<file path="src/common/vit_3by4_pkg.sv">
// Shared trellis types for the rate 3/4 decoder; llr_t is fixed at cLLR_W bits, tag_t at 4 bits
package vit_3by4_pkg;

  //----------------------------------------------------------
  // Trellis and datapath sizes
  //----------------------------------------------------------

  localparam int cSTATE_NUM = 8;   // State is the previous input symbol
  localparam int cBM_NUM    = 16;  // All 4-bit branch labels
  localparam int cLLR_W     = 4;   // Default soft width
  localparam int cPM_W      = 10;  // Path metric width, normalized each step

  //----------------------------------------------------------
  // Types
  //----------------------------------------------------------

  typedef logic signed [cLLR_W-1:0] llr_t;        // Positive means bit 1
  typedef logic        [3:0]        boutputs_t;   // One branch label
  typedef logic        [2:0]        sym_t;        // Input symbol, doubles as state
  typedef logic        [3:0]        tag_t;

  // Sum of four LLRs needs 2 extra bits, one more for headroom
  typedef logic signed [cLLR_W+2:0] trel_bm_t;
  typedef trel_bm_t                 bm_t [cBM_NUM];

  typedef logic signed [cPM_W-1:0]  pm_t;

  // Survivor predecessor for every state, index is the next state
  typedef sym_t [cSTATE_NUM-1:0]    dec_t;

  typedef enum logic [1:0] {
    TB_IDLE,    // Wait for end of frame
    TB_SEARCH,  // Best final state
    TB_TRACE,   // Walk back through decisions
    TB_OUT      // Last symbol out, drop busy
  } tb_state_e;

  //----------------------------------------------------------
  // Branch label for the transition s -> u
  //----------------------------------------------------------

  function automatic boutputs_t trel_label(input sym_t s, input sym_t u);
    boutputs_t lab;
    lab[0] = u[0] ^ s[0];
    lab[1] = u[1] ^ s[1];
    lab[2] = u[2] ^ s[2];
    lab[3] = u[0] ^ u[1] ^ u[2] ^ s[0];  // Parity ties in the previous bit 0
    return lab;
  endfunction

endpackage

</file>
<file path="src/acs/vit_3by4_dec_acs.sv">
// Add-compare-select over 8 fully connected states; ties go to the lowest predecessor index
`timescale 1ns/1ns

module vit_3by4_dec_acs
  import vit_3by4_pkg::*;
(
  input  logic iclk,
  input  logic ireset,
  input  logic iclkena,
  //
  input  logic isop,
  input  logic ival,
  input  logic ieop,
  input  tag_t itag,
  input  bm_t  ibm,                // Metrics of all 16 labels
  //
  output logic osop,
  output logic oval,
  output logic oeop,
  output tag_t otag,
  output dec_t odec,               // Survivors of this step
  output pm_t  opm [cSTATE_NUM]    // Normalized metrics after this step
);

  // Far below any reachable metric, still clear of overflow
  localparam pm_t cPM_INIT = pm_t'(-256);

  pm_t  pm_pred [cSTATE_NUM];   // Predecessor metrics for this step
  pm_t  pm_new  [cSTATE_NUM];
  dec_t dec_new;

  //----------------------------------------------------------
  // Predecessor selection
  //----------------------------------------------------------

  // Encoder starts in state 0, so a frame start seeds from it alone
  always_comb begin
    for (int s = 0; s < cSTATE_NUM; s++) begin
      if (isop) begin
        pm_pred[s] = (s == 0) ? pm_t'(0) : cPM_INIT;
      end else begin
        pm_pred[s] = opm[s];
      end
    end
  end

  //----------------------------------------------------------
  // Add, compare, select
  //----------------------------------------------------------

  always_comb begin
    pm_t  cand;
    pm_t  best;
    sym_t sel;
    for (int u = 0; u < cSTATE_NUM; u++) begin
      best = pm_pred[0] + ibm[trel_label(sym_t'(0), sym_t'(u))];
      sel  = '0;
      for (int s = 1; s < cSTATE_NUM; s++) begin
        cand = pm_pred[s] + ibm[trel_label(sym_t'(s), sym_t'(u))];
        if (cand > best) begin       // Strict, lower index keeps a tie
          best = cand;
          sel  = sym_t'(s);
        end
      end
      // Old state 0 as reference keeps the spread inside cPM_W
      pm_new[u]  = best - pm_pred[0];
      dec_new[u] = sel;
    end
  end

  //----------------------------------------------------------
  // Registers
  //----------------------------------------------------------

  always_ff @(posedge iclk or posedge ireset) begin
    if (ireset) begin
      oval <= 1'b0;
    end else if (iclkena) begin
      oval <= ival;
    end
  end

  // Metrics hold between beats and across gaps
  always_ff @(posedge iclk) begin
    if (iclkena && ival) begin
      osop <= isop;
      oeop <= ieop;
      otag <= itag;
      odec <= dec_new;
      for (int u = 0; u < cSTATE_NUM; u++) begin
        opm[u] <= pm_new[u];
      end
    end
  end

endmodule

</file>
<file path="src/vit_3by4_dec.sv">
// Rate 3/4 block Viterbi decoder, output symbols come last step first; no new frame while obusy
`timescale 1ns/1ns

module vit_3by4_dec
  import vit_3by4_pkg::*;
#(
  parameter int pLLR_W   = cLLR_W,
  parameter int pTAG_W   = 4,       // Tag width is fixed by tag_t
  parameter int pMAX_LEN = 32
)
(
  input  logic iclk,
  input  logic ireset,
  input  logic iclkena,      // Low freezes the whole pipeline
  //
  input  logic isop,
  input  logic ival,
  input  logic ieop,
  input  tag_t itag,
  input  llr_t iLLR [4],
  //
  output logic osop,
  output logic oval,
  output logic oeop,
  output tag_t otag,
  output sym_t osym,
  output logic obusy
);

  if (pTAG_W != $bits(tag_t)) begin : g_tag_w_check
    $error("pTAG_W does not match tag_t width");
  end

  //----------------------------------------------------------
  // Stage streams
  //----------------------------------------------------------

  logic bmc_sop, bmc_val, bmc_eop;
  tag_t bmc_tag;
  bm_t  bmc_bm;

  logic acs_sop, acs_val, acs_eop;
  tag_t acs_tag;
  dec_t acs_dec;
  pm_t  acs_pm [cSTATE_NUM];

  vit_3by4_dec_bmc #(
    .pLLR_W (pLLR_W)
  ) bmc_inst (
    .iclk    (iclk),     .ireset (ireset),   .iclkena (iclkena),
    .isop    (isop),     .ival   (ival),     .ieop    (ieop),
    .itag    (itag),     .iLLR   (iLLR),
    .osop    (bmc_sop),  .oval   (bmc_val),  .oeop    (bmc_eop),
    .otag    (bmc_tag),  .obm    (bmc_bm)
  );

  vit_3by4_dec_acs acs_inst (
    .iclk    (iclk),     .ireset (ireset),   .iclkena (iclkena),
    .isop    (bmc_sop),  .ival   (bmc_val),  .ieop    (bmc_eop),
    .itag    (bmc_tag),  .ibm    (bmc_bm),
    .osop    (acs_sop),  .oval   (acs_val),  .oeop    (acs_eop),
    .otag    (acs_tag),  .odec   (acs_dec),  .opm     (acs_pm)
  );

  vit_3by4_dec_traceback #(
    .pMAX_LEN (pMAX_LEN)
  ) traceback_inst (
    .iclk    (iclk),     .ireset (ireset),   .iclkena (iclkena),
    .isop    (acs_sop),  .ival   (acs_val),  .ieop    (acs_eop),
    .itag    (acs_tag),  .idec   (acs_dec),  .ipm     (acs_pm),
    .osop    (osop),     .oval   (oval),     .oeop    (oeop),
    .otag    (otag),     .osym   (osym),     .obusy   (obusy)
  );

endmodule

</file>
<file path="src/vit_3by4_dec_bmc.sv">
// Branch metrics, pLLR_W must equal the package LLR width; one registered beat per input beat
`timescale 1ns/1ns

module vit_3by4_dec_bmc
  import vit_3by4_pkg::*;
#(
  parameter int pLLR_W = cLLR_W
)
(
  input  logic iclk,
  input  logic ireset,
  input  logic iclkena,
  //
  input  logic isop,
  input  logic ival,
  input  logic ieop,
  input  tag_t itag,
  input  llr_t iLLR [4],   // Soft bits, positive is 1
  //
  output logic osop,
  output logic oval,
  output logic oeop,
  output tag_t otag,
  output bm_t  obm
);

  //----------------------------------------------------------
  // Saturation of the most negative code
  //----------------------------------------------------------

  localparam llr_t cLLR_MIN = llr_t'({1'b1, {(pLLR_W-1){1'b0}}});             // -2^(N-1)
  localparam llr_t cLLR_SAT = llr_t'({1'b1, {(pLLR_W-2){1'b0}}, 1'b1});      // -(2^(N-1)-1)

  if (pLLR_W != $bits(llr_t)) begin : g_llr_w_check
    $error("pLLR_W does not match llr_t width");
  end

  llr_t llr_sat [4];

  // Keeps +/- symmetric so a strong 0 never outweighs a strong 1
  always_comb begin
    for (int i = 0; i < 4; i++) begin
      llr_sat[i] = (iLLR[i] == cLLR_MIN) ? cLLR_SAT : iLLR[i];
    end
  end

  //----------------------------------------------------------
  // Output stream
  //----------------------------------------------------------

  always_ff @(posedge iclk or posedge ireset) begin
    if (ireset) begin
      oval <= 1'b0;
    end else if (iclkena) begin
      oval <= ival;
    end
  end

  always_ff @(posedge iclk) begin
    if (iclkena && ival) begin
      osop <= isop;
      oeop <= ieop;
      otag <= itag;
      for (int b = 0; b < cBM_NUM; b++) begin
        obm[b] <= label_metric(llr_sat, boutputs_t'(b));  // Label b metric
      end
    end
  end

  // Correlation of a label with the soft bits
  function automatic trel_bm_t label_metric(input llr_t llr [4], input boutputs_t lab);
    trel_bm_t acc;
    acc = '0;
    for (int i = 0; i < 4; i++) begin
      acc = lab[i] ? (acc + llr[i]) : (acc - llr[i]);
    end
    return acc;
  endfunction

endmodule

</file>
<file path="src/traceback/vit_3by4_dec_traceback.sv">
// Block traceback, one frame at a time of up to pMAX_LEN steps; next frame only after obusy falls
`timescale 1ns/1ns

module vit_3by4_dec_traceback
  import vit_3by4_pkg::*;
#(
  parameter int pMAX_LEN = 32
)
(
  input  logic iclk,
  input  logic ireset,
  input  logic iclkena,
  //
  input  logic isop,
  input  logic ival,
  input  logic ieop,
  input  tag_t itag,
  input  dec_t idec,
  input  pm_t  ipm [cSTATE_NUM],   // Only read on the eop beat
  //
  output logic osop,               // Last trellis step
  output logic oval,
  output logic oeop,               // First trellis step
  output tag_t otag,
  output sym_t osym,
  output logic obusy
);

  localparam int cADDR_W = (pMAX_LEN > 1) ? $clog2(pMAX_LEN) : 1;

  //----------------------------------------------------------
  // Decision memory
  //----------------------------------------------------------

  dec_t dec_mem [pMAX_LEN];

  logic [cADDR_W-1:0] waddr;       // Next write slot within the frame
  logic [cADDR_W-1:0] wr_addr;
  logic [cADDR_W-1:0] last_addr;   // Step index of the eop beat
  logic [cADDR_W-1:0] rd_addr;

  tb_state_e state;
  pm_t       pm_lat [cSTATE_NUM];
  sym_t      cur_state;
  sym_t      best_state;
  pm_t       best_pm;
  logic      eop_beat;

  assign wr_addr  = isop ? '0 : waddr;              // Frame restarts at slot 0
  assign eop_beat = ival && ieop && (state == TB_IDLE);

  //----------------------------------------------------------
  // Best final state
  //----------------------------------------------------------

  always_comb begin
    best_pm    = pm_lat[0];
    best_state = '0;
    for (int s = 1; s < cSTATE_NUM; s++) begin
      if (pm_lat[s] > best_pm) begin   // Lowest index wins a tie
        best_pm    = pm_lat[s];
        best_state = sym_t'(s);
      end
    end
  end

  //----------------------------------------------------------
  // Control FSM and framing
  //----------------------------------------------------------

  always_ff @(posedge iclk or posedge ireset) begin
    if (ireset) begin
      state <= TB_IDLE;
      waddr <= '0;
      obusy <= 1'b0;
      oval  <= 1'b0;
      osop  <= 1'b0;
      oeop  <= 1'b0;
    end else if (iclkena) begin
      if (ival) begin
        waddr <= wr_addr + 1'b1;
      end
      oval <= 1'b0;
      osop <= 1'b0;
      oeop <= 1'b0;
      case (state)
        TB_IDLE : begin
          if (eop_beat) begin
            obusy <= 1'b1;
            state <= TB_SEARCH;
          end
        end
        TB_SEARCH : begin                  // Emits the best state itself
          oval  <= 1'b1;
          osop  <= 1'b1;
          oeop  <= (last_addr == '0);      // One step frame
          state <= (last_addr == '0) ? TB_OUT : TB_TRACE;
        end
        TB_TRACE : begin
          oval <= 1'b1;
          oeop <= (rd_addr == '0);
          if (rd_addr == '0) begin
            state <= TB_OUT;
          end
        end
        default : begin                    // TB_OUT, oeop is on the port now
          obusy <= 1'b0;
          state <= TB_IDLE;
        end
      endcase
    end
  end

  //----------------------------------------------------------
  // Datapath
  //----------------------------------------------------------

  always_ff @(posedge iclk) begin
    if (iclkena) begin
      if (ival) begin
        dec_mem[wr_addr] <= idec;
      end
      if (eop_beat) begin
        last_addr <= wr_addr;
        otag      <= itag;                 // Held for the whole output frame
        for (int s = 0; s < cSTATE_NUM; s++) begin
          pm_lat[s] <= ipm[s];
        end
      end
      if (state == TB_SEARCH) begin
        osym      <= best_state;
        cur_state <= dec_mem[last_addr][best_state];
        rd_addr   <= last_addr - 1'b1;
      end
      if (state == TB_TRACE) begin
        osym      <= cur_state;
        cur_state <= dec_mem[rd_addr][cur_state];  // Step back one symbol
        rd_addr   <= rd_addr - 1'b1;
      end
    end
  end

endmodule
</file>
<file path="config.mk">
export PLATFORM = sky130hd
export DESIGN_NAME = vit_3by4_dec
export DESIGN_NICKNAME = d
export VERILOG_FILES = /design/src/common/vit_3by4_pkg.sv /design/src/acs/vit_3by4_dec_acs.sv /design/src/vit_3by4_dec.sv /design/src/vit_3by4_dec_bmc.sv /design/src/traceback/vit_3by4_dec_traceback.sv
export SDC_FILE = /design/constraint.sdc
export NUM_CORES = 2
export LEC_CHECK = 0
export BUFFER_PORTS_ARGS = -buffer_cell sky130_fd_sc_hd__buf_2
export CAP_MARGIN = 25
export CORE_MARGIN = 2
export CORE_UTILIZATION = 41
export CTS_BUF_LIST = sky130_fd_sc_hd__clkbuf_16
export DETAILED_ROUTE_END_ITERATION = 8
export GPL_TIMING_DRIVEN = 0
export HOLD_SLACK_MARGIN = 0.08
export MAX_ROUTING_LAYER = met4
export PLACE_DENSITY = 0.56
export SYNTH_ARGS = -nofsm -noshare
export SYNTH_HDL_FRONTEND = slang
export SYNTH_SLANG_ARGS = --single-unit
</file>
<file path="constraint.sdc">
create_clock -name iclk -period 23.1 [get_ports iclk]
set_clock_uncertainty 0.2 [all_clocks]
set_input_delay 1.155 -clock iclk [delete_from_list [all_inputs] [get_ports iclk]]
set_output_delay 1.155 -clock iclk [all_outputs]
set_load 0.01 [all_outputs]
</file>
-- After elaboration in Yosys (flattened, before gate mapping)
Memory sizes are Yosys's and may differ from the RTL's. A register that Yosys moved wholly into a read port is not among the register bits.
Cells that the tools add are included.
- register bits after elaboration: 261
- latch bits: 0
- memories: 2
- logic and storage cells: 434
- ROM bits: 0
- bits in writable memories: 848
- equality and inequality tests: 8
- muxes and demuxes: 157
- multiply operators: 0
- shift-type cells: 0
- reduce and logical (&&, ||, !) cells: 30
- bitwise operators: 1
- add/subtract/negate cells: 104
- $lt $le $gt $ge: 65
- divide/modulo/power cells: 0
- memories (memory ; depth ; bits a word ; read ports ; clocked after memory_dff ; write ports ; RTL line ; text):
    traceback_inst.dec_mem ; 32 ; 24 ; 2 ; 2 ; 1 ; vit_3by4_dec_traceback.sv:35 ; dec_t dec_mem [pMAX_LEN];
    traceback_inst.pm_lat ; 8 ; 10 ; 8 ; 0 ; 8 ; vit_3by4_dec_traceback.sv:43 ; pm_t pm_lat [cSTATE_NUM];
- operator list (cell ; number):
    10-bit two-way mux ; 70
    10-bit by 7-bit adder with 10-bit output ; 64
    10-bit > comparator ; 63
    10-bit subtractor ; 8
    2-bit two-way mux ; 36
    7-bit by 4-bit adder with 7-bit output ; 10
    7-bit by 4-bit subtractor with 7-bit output ; 10
    4-bit OR reduction ; 8
    3-bit two-way mux ; 10
    1-bit two-way mux ; 27
    5-bit two-way mux ; 5
    5-bit by 4-bit adder with 6-bit output ; 3
    3-bit binary-select mux with 3-bit select ; 2
    2-bit OR reduction ; 9
    5-bit by 4-bit subtractor with 6-bit output ; 3
    4-bit equality test (second input constant) ; 4
    4-bit two-way mux ; 4
    5-bit zero test ; 2
    5-bit by 1-bit subtractor with 5-bit output (second input constant) ; 2
    3-bit by 4-bit less-than comparator with 1-bit output (second input constant) ; 2
    2-bit case mux with 3 select lines ; 1
    2-bit AND reduction ; 3
    3-bit AND reduction ; 2
    4-bit by 4-bit adder with 5-bit output ; 1
    other kinds (11) ; 16

-- Longest topological paths before layout
An unclocked memory read counts as a cell.
- depth in word-level cells: 19
- mapped depth: 128

-- Cells and area by module
Synthesis repeated with hierarchy kept, for this count alone.
- cells, all modules: 10087
- area, all modules: 105032.0 um^2
- by module, submodules not included (module ; times used ; area each (um^2) ; cells each ; sequential area each (um^2)):
    vit_3by4_dec_acs ; 1 ; 53226.0 ; 7031 ; 3328.2
    vit_3by4_dec_traceback ; 1 ; 42692.2 ; 2174 ; 26540.5
    vit_3by4_dec_bmc ; 1 ; 9113.7 ; 882 ; 3178.0

-- Least setup slack after synthesis
OpenSTA, ideal clock, no wires.
- path kind: flip-flop to flip-flop
- start point: reg bmc_inst.osop
- end point: reg acs_inst.opm[38] in the netlist's numbering (data pin)
- path buffers: 17
- clock period less this slack: 20.843 ns
- arrival: 20.485 ns
- data required time: 22.742 ns
- library setup time: 0.158 ns
- setup slack: 2.257 ns
- stages on the path, launching flop included: 111
- cell sequence: edfxtp_1 -> buf_4 -> buf_6 -> buf_4 -> buf_4 -> buf_4 -> buf_2 -> buf_1 -> buf_1 -> clkbuf_1 -> clkbuf_1 -> nor2b_1 -> ha_1 -> ha_1 -> a21oi_1 -> a2111oi_0 -> o21ai_0 -> xor2_1 -> [... 75 more ...] -> a21oi_1 -> nor2b_1 -> o21ai_0 -> nand2b_1 -> a21oi_1 -> nor2b_1 -> o21ai_0 -> a21oi_1 -> a21oi_1 -> clkbuf_1 -> inv_1 -> o21ai_0 -> inv_1 -> fa_1 -> maj3_1 -> o21a_1 -> a2111o_1 -> o211ai_1
- RTL lines (element ; RTL line ; text):
    from (decl) ; vit_3by4_dec_bmc.sv:20 ; output logic osop,
    from (signal assigned) ; vit_3by4_dec_bmc.sv:61 ; osop <= isop;
    to (signal, indexed assignment) ; vit_3by4_dec_acs.sv:91 ; opm[u] <= pm_new[u];
    to (decl) ; vit_3by4_dec_acs.sv:22 ; output pm_t opm [cSTATE_NUM]

==> key figures <==
Run status
  • Outcome: finished, final reports clean

Synth
  • Cell count after synthesis: roughly 9700
  • Top cells by area, synth: edfxtp_1 32%, ha_1 15%, mux4_2 11%
  • Post-Syn Area: 101900 µm²
  • Post-synth top cells: 1247 x ha_1, 1083 x edfxtp_1, 892 x a21oi_1
  • Synth area leader: edfxtp_1
  • Cell variety after synth: 117
  • Number of synthesized register bits: 1106
  • Post-synth EDFFs: roughly 1100
  • Async SR Flop Fraction: 1.175%
  • YS warnings: 0
  • Top-count cell post-synth: ha_1
  • Register area share after synthesis: 32.43%
  • Avg Synthesized Cell Area: 10.53 µm²
  • Ys flop type: edfxtp_1
  • Net Count, Synth: 11030
  • Area share of the largest cell type after synthesis: 31.91%

CTS
  • Clk buf depth: 3
  • Clk root buf: clkbuf_16
  • H-tree depth: 3
  • CTS tree: yes
  • Reg clk slew, reported paths: approximately 60 ps
  • Number of clock sinks: 1106
  • CTS buffer count: 118
  • Worst-Skew Late Latency: 810 ps
  • CTS Hold Bufs: 0

Global routing
  • Global-route wire length before repair: 573700 µm
  • Global-route track usage on met2: 52.74%
  • GRT Overall Usage: 32.70%
  • Global routing usage on met1: 39.29%
  • Vias in the first global route: 80220
  • Largest net degree at the start of global routing: 66
  • Initial antenna violation count: 32
  • GRT Residual Overflow: 0
  • GR Util met3: 4.854%
  • GRT Max-Usage Layer: met2

Worst setup path
  • Critical path fanouts, max: 14
  • Cell mode on critical path: o21ai_0
  • Slowest stage delay, CP: 480 ps
  • Critical path class: reg2reg
  • Top Family by Delay on Critical Path: compound AO/OA/AOI/OAI gates
  • Critical path arrival: 22600 ps
  • Endpoint class of the critical path: flop
  • Critical path's slowest cell: or3b_2
  • Startpoint Class: flop
  • Required time worst endpoint: 23520 ps
  • Crit path buffers/inverters: 24

STA
  • Tmin final: about 22000 ps
  • Max Slew Vio Count: 0
  • Final-report hold violation count: 0
  • Max Fclk: 45.09 MHz
  • Slew HR: 22.70%
  • Slew @ Worst Pin: 1159 ps
  • Fin crit share: 96.02%
  • Final setup viols: 0

Layout
  • Layout area overhead: 14.12%
  • Layout fillers: 22740
  • Final-stage net count: 11450
  • Layout cells sized above 1: 15.42%
  • Area of the multi-input gates: 66410 µm²
  • Final non-filler cell total: 13530
  • FF/Latch Area: about 33000 µm²

Drt
  • Pre-antenna DRT Iters: 6
  • Iteration-0 DRC count of the detailed router: ~8600
  • Final ANT Viol Nets: 0
  • Vias: roughly 83000
  • Number of vias per cell: 6.140
  • Routed length per instance: between 30 and 40 µm
  • DRC: 0
  • Total Wirelength: 411200 µm

Placed design
  • GPL Wtd Cong: 0.9941
  • DP Cell Count: 13200
  • Port Buffers: 34
  • Post-DP HPWL: 326500 µm

Floorplan
  • Starting Density: 41.10%
  • CORE AREA: 248000 µm²
  • Row count: about 180
  • Chip width: 502.6 µm
  • IO Count: 37
  • Die area: ~250000 µm²
  • Die Span Y: 502.6 µm

Hold path
  • Class of the worst hold path: reg2reg

Flow run
  • Max Cap Viol: 0
## flip-flops by register name, indices dropped and copies added (netlist names), 2 cells and up, named ones only
register / cells
traceback_inst.cur_state: 3
acs_inst.opm: 80
bmc_inst.obm: 99
acs_inst.odec: 24
traceback_inst.otag: 4
traceback_inst.dec_mem: 768
traceback_inst.state: 2
traceback_inst.osym: 3
traceback_inst.pm_lat: 80
traceback_inst.waddr: 5
bmc_inst.otag: 4
acs_inst.otag: 4
traceback_inst.last_addr: 5
traceback_inst.rd_addr: 5
## worst register-to-register path, delay by kind of cell (launching register included)
family	cells	cell delay, ps
buffers and inverters	24	4170
multiplexers	5	1130
adder cells (fa/ha/maj)	11	3320
AND/OR/NAND/NOR	29	4190
XOR/XNOR	1	250
AO/OA/AOI/OAI	43	8350
flip-flops	1	410
## cells by family after synthesis
family	after synthesis	synth area share [%]
AND/OR/NAND/NOR	2051	9.622
flip-flops	1106	32.43
multiplexers	796	14.19
AO/OA/AOI/OAI	2421	15.08
XOR/XNOR	852	7.322
adder cells (fa/ha/maj)	1360	17.25
buffers and inverters	1091	4.106
## cell usage in the layout (no fill, tap or decap), drive strengths merged, types with 319 or more instances in the layout
cell and instances:
ha 1247, edfxtp 1083, a21oi 896, inv 788
nor2 681, xnor2 673, mux4 507, nand2 499
o21ai 447, buf 426, clkbuf 319
## through the flow
step / setup TNS, ps / hold slack [ps] / utilization [%] / setup WS (ps) / area, µm²
after CTS: -37.90 / 202.1 / 46.25 / -37.90 / 114700
after global routing: -293.3 / 225.0 / 46.89 / -109.7 / 116300
after floorplan: 0 / 200.3 / - / 2257 / 101900
after detailed placement: -417040 / 210.5 / 44.24 / -5723 / 109700
final: 0 / 215.4 / 46.90 / 920.3 / 116300
after global placement: -484730 / 201.5 / 42.85 / -6875 / 106200
## layer usage
metal  vias to the layer above  wire [µm]
li1                      37170          -
met3                       978      31840
met2                      3819     191300
met5                         -          0
met4                         0      28760
met1                     41120     159300
## layout make-up
| type | instances | share of cell area [%] |
|---|---|---|
| clock inverter | 99 | 0.7865 |
| timing repair buffer | 301 | 3.733 |
| inverter | 759 | 2.456 |
| tap | 3330 | 3.583 |
| sequential | 1106 | 28.42 |
| antenna | 12 | 0.02582 |
| multi-input combinational | 7481 | 57.10 |
| buffer | 326 | 1.335 |
| clock buffer | 119 | 2.561 |
## path summary, 6_finish.rpt
kind	startpoint	to	depth (start not counted)	slack, ps
min in group asynchronous	ireset	bmc_inst.oval	2	230
worst max register to register	bmc_inst.osop	acs_inst.opm[38]	113	920
worst min register to register	bmc_inst.otag[2]	acs_inst.otag[2]	0	220
max in group asynchronous	ireset	traceback_inst.obusy	2	22070
worst min-delay path	bmc_inst.otag[2]	acs_inst.otag[2]	0	220
worst max-delay path	bmc_inst.osop	acs_inst.opm[38]	113	920
## repair_timing
| item | in CTS | in global routing |
|---|---|---|
| pin swaps | 18 | 23 |
| resized for setup | 230 | 200 |
| gates cloned | 1 | 0 |
| endpoints found under the setup margin | 104 | 92 |
| buffers inserted | 31 | 54 |
Power is left out: the tool's default activity adds up to more than one toggle a clock period on the data nets, which glitch-free logic cannot reach.
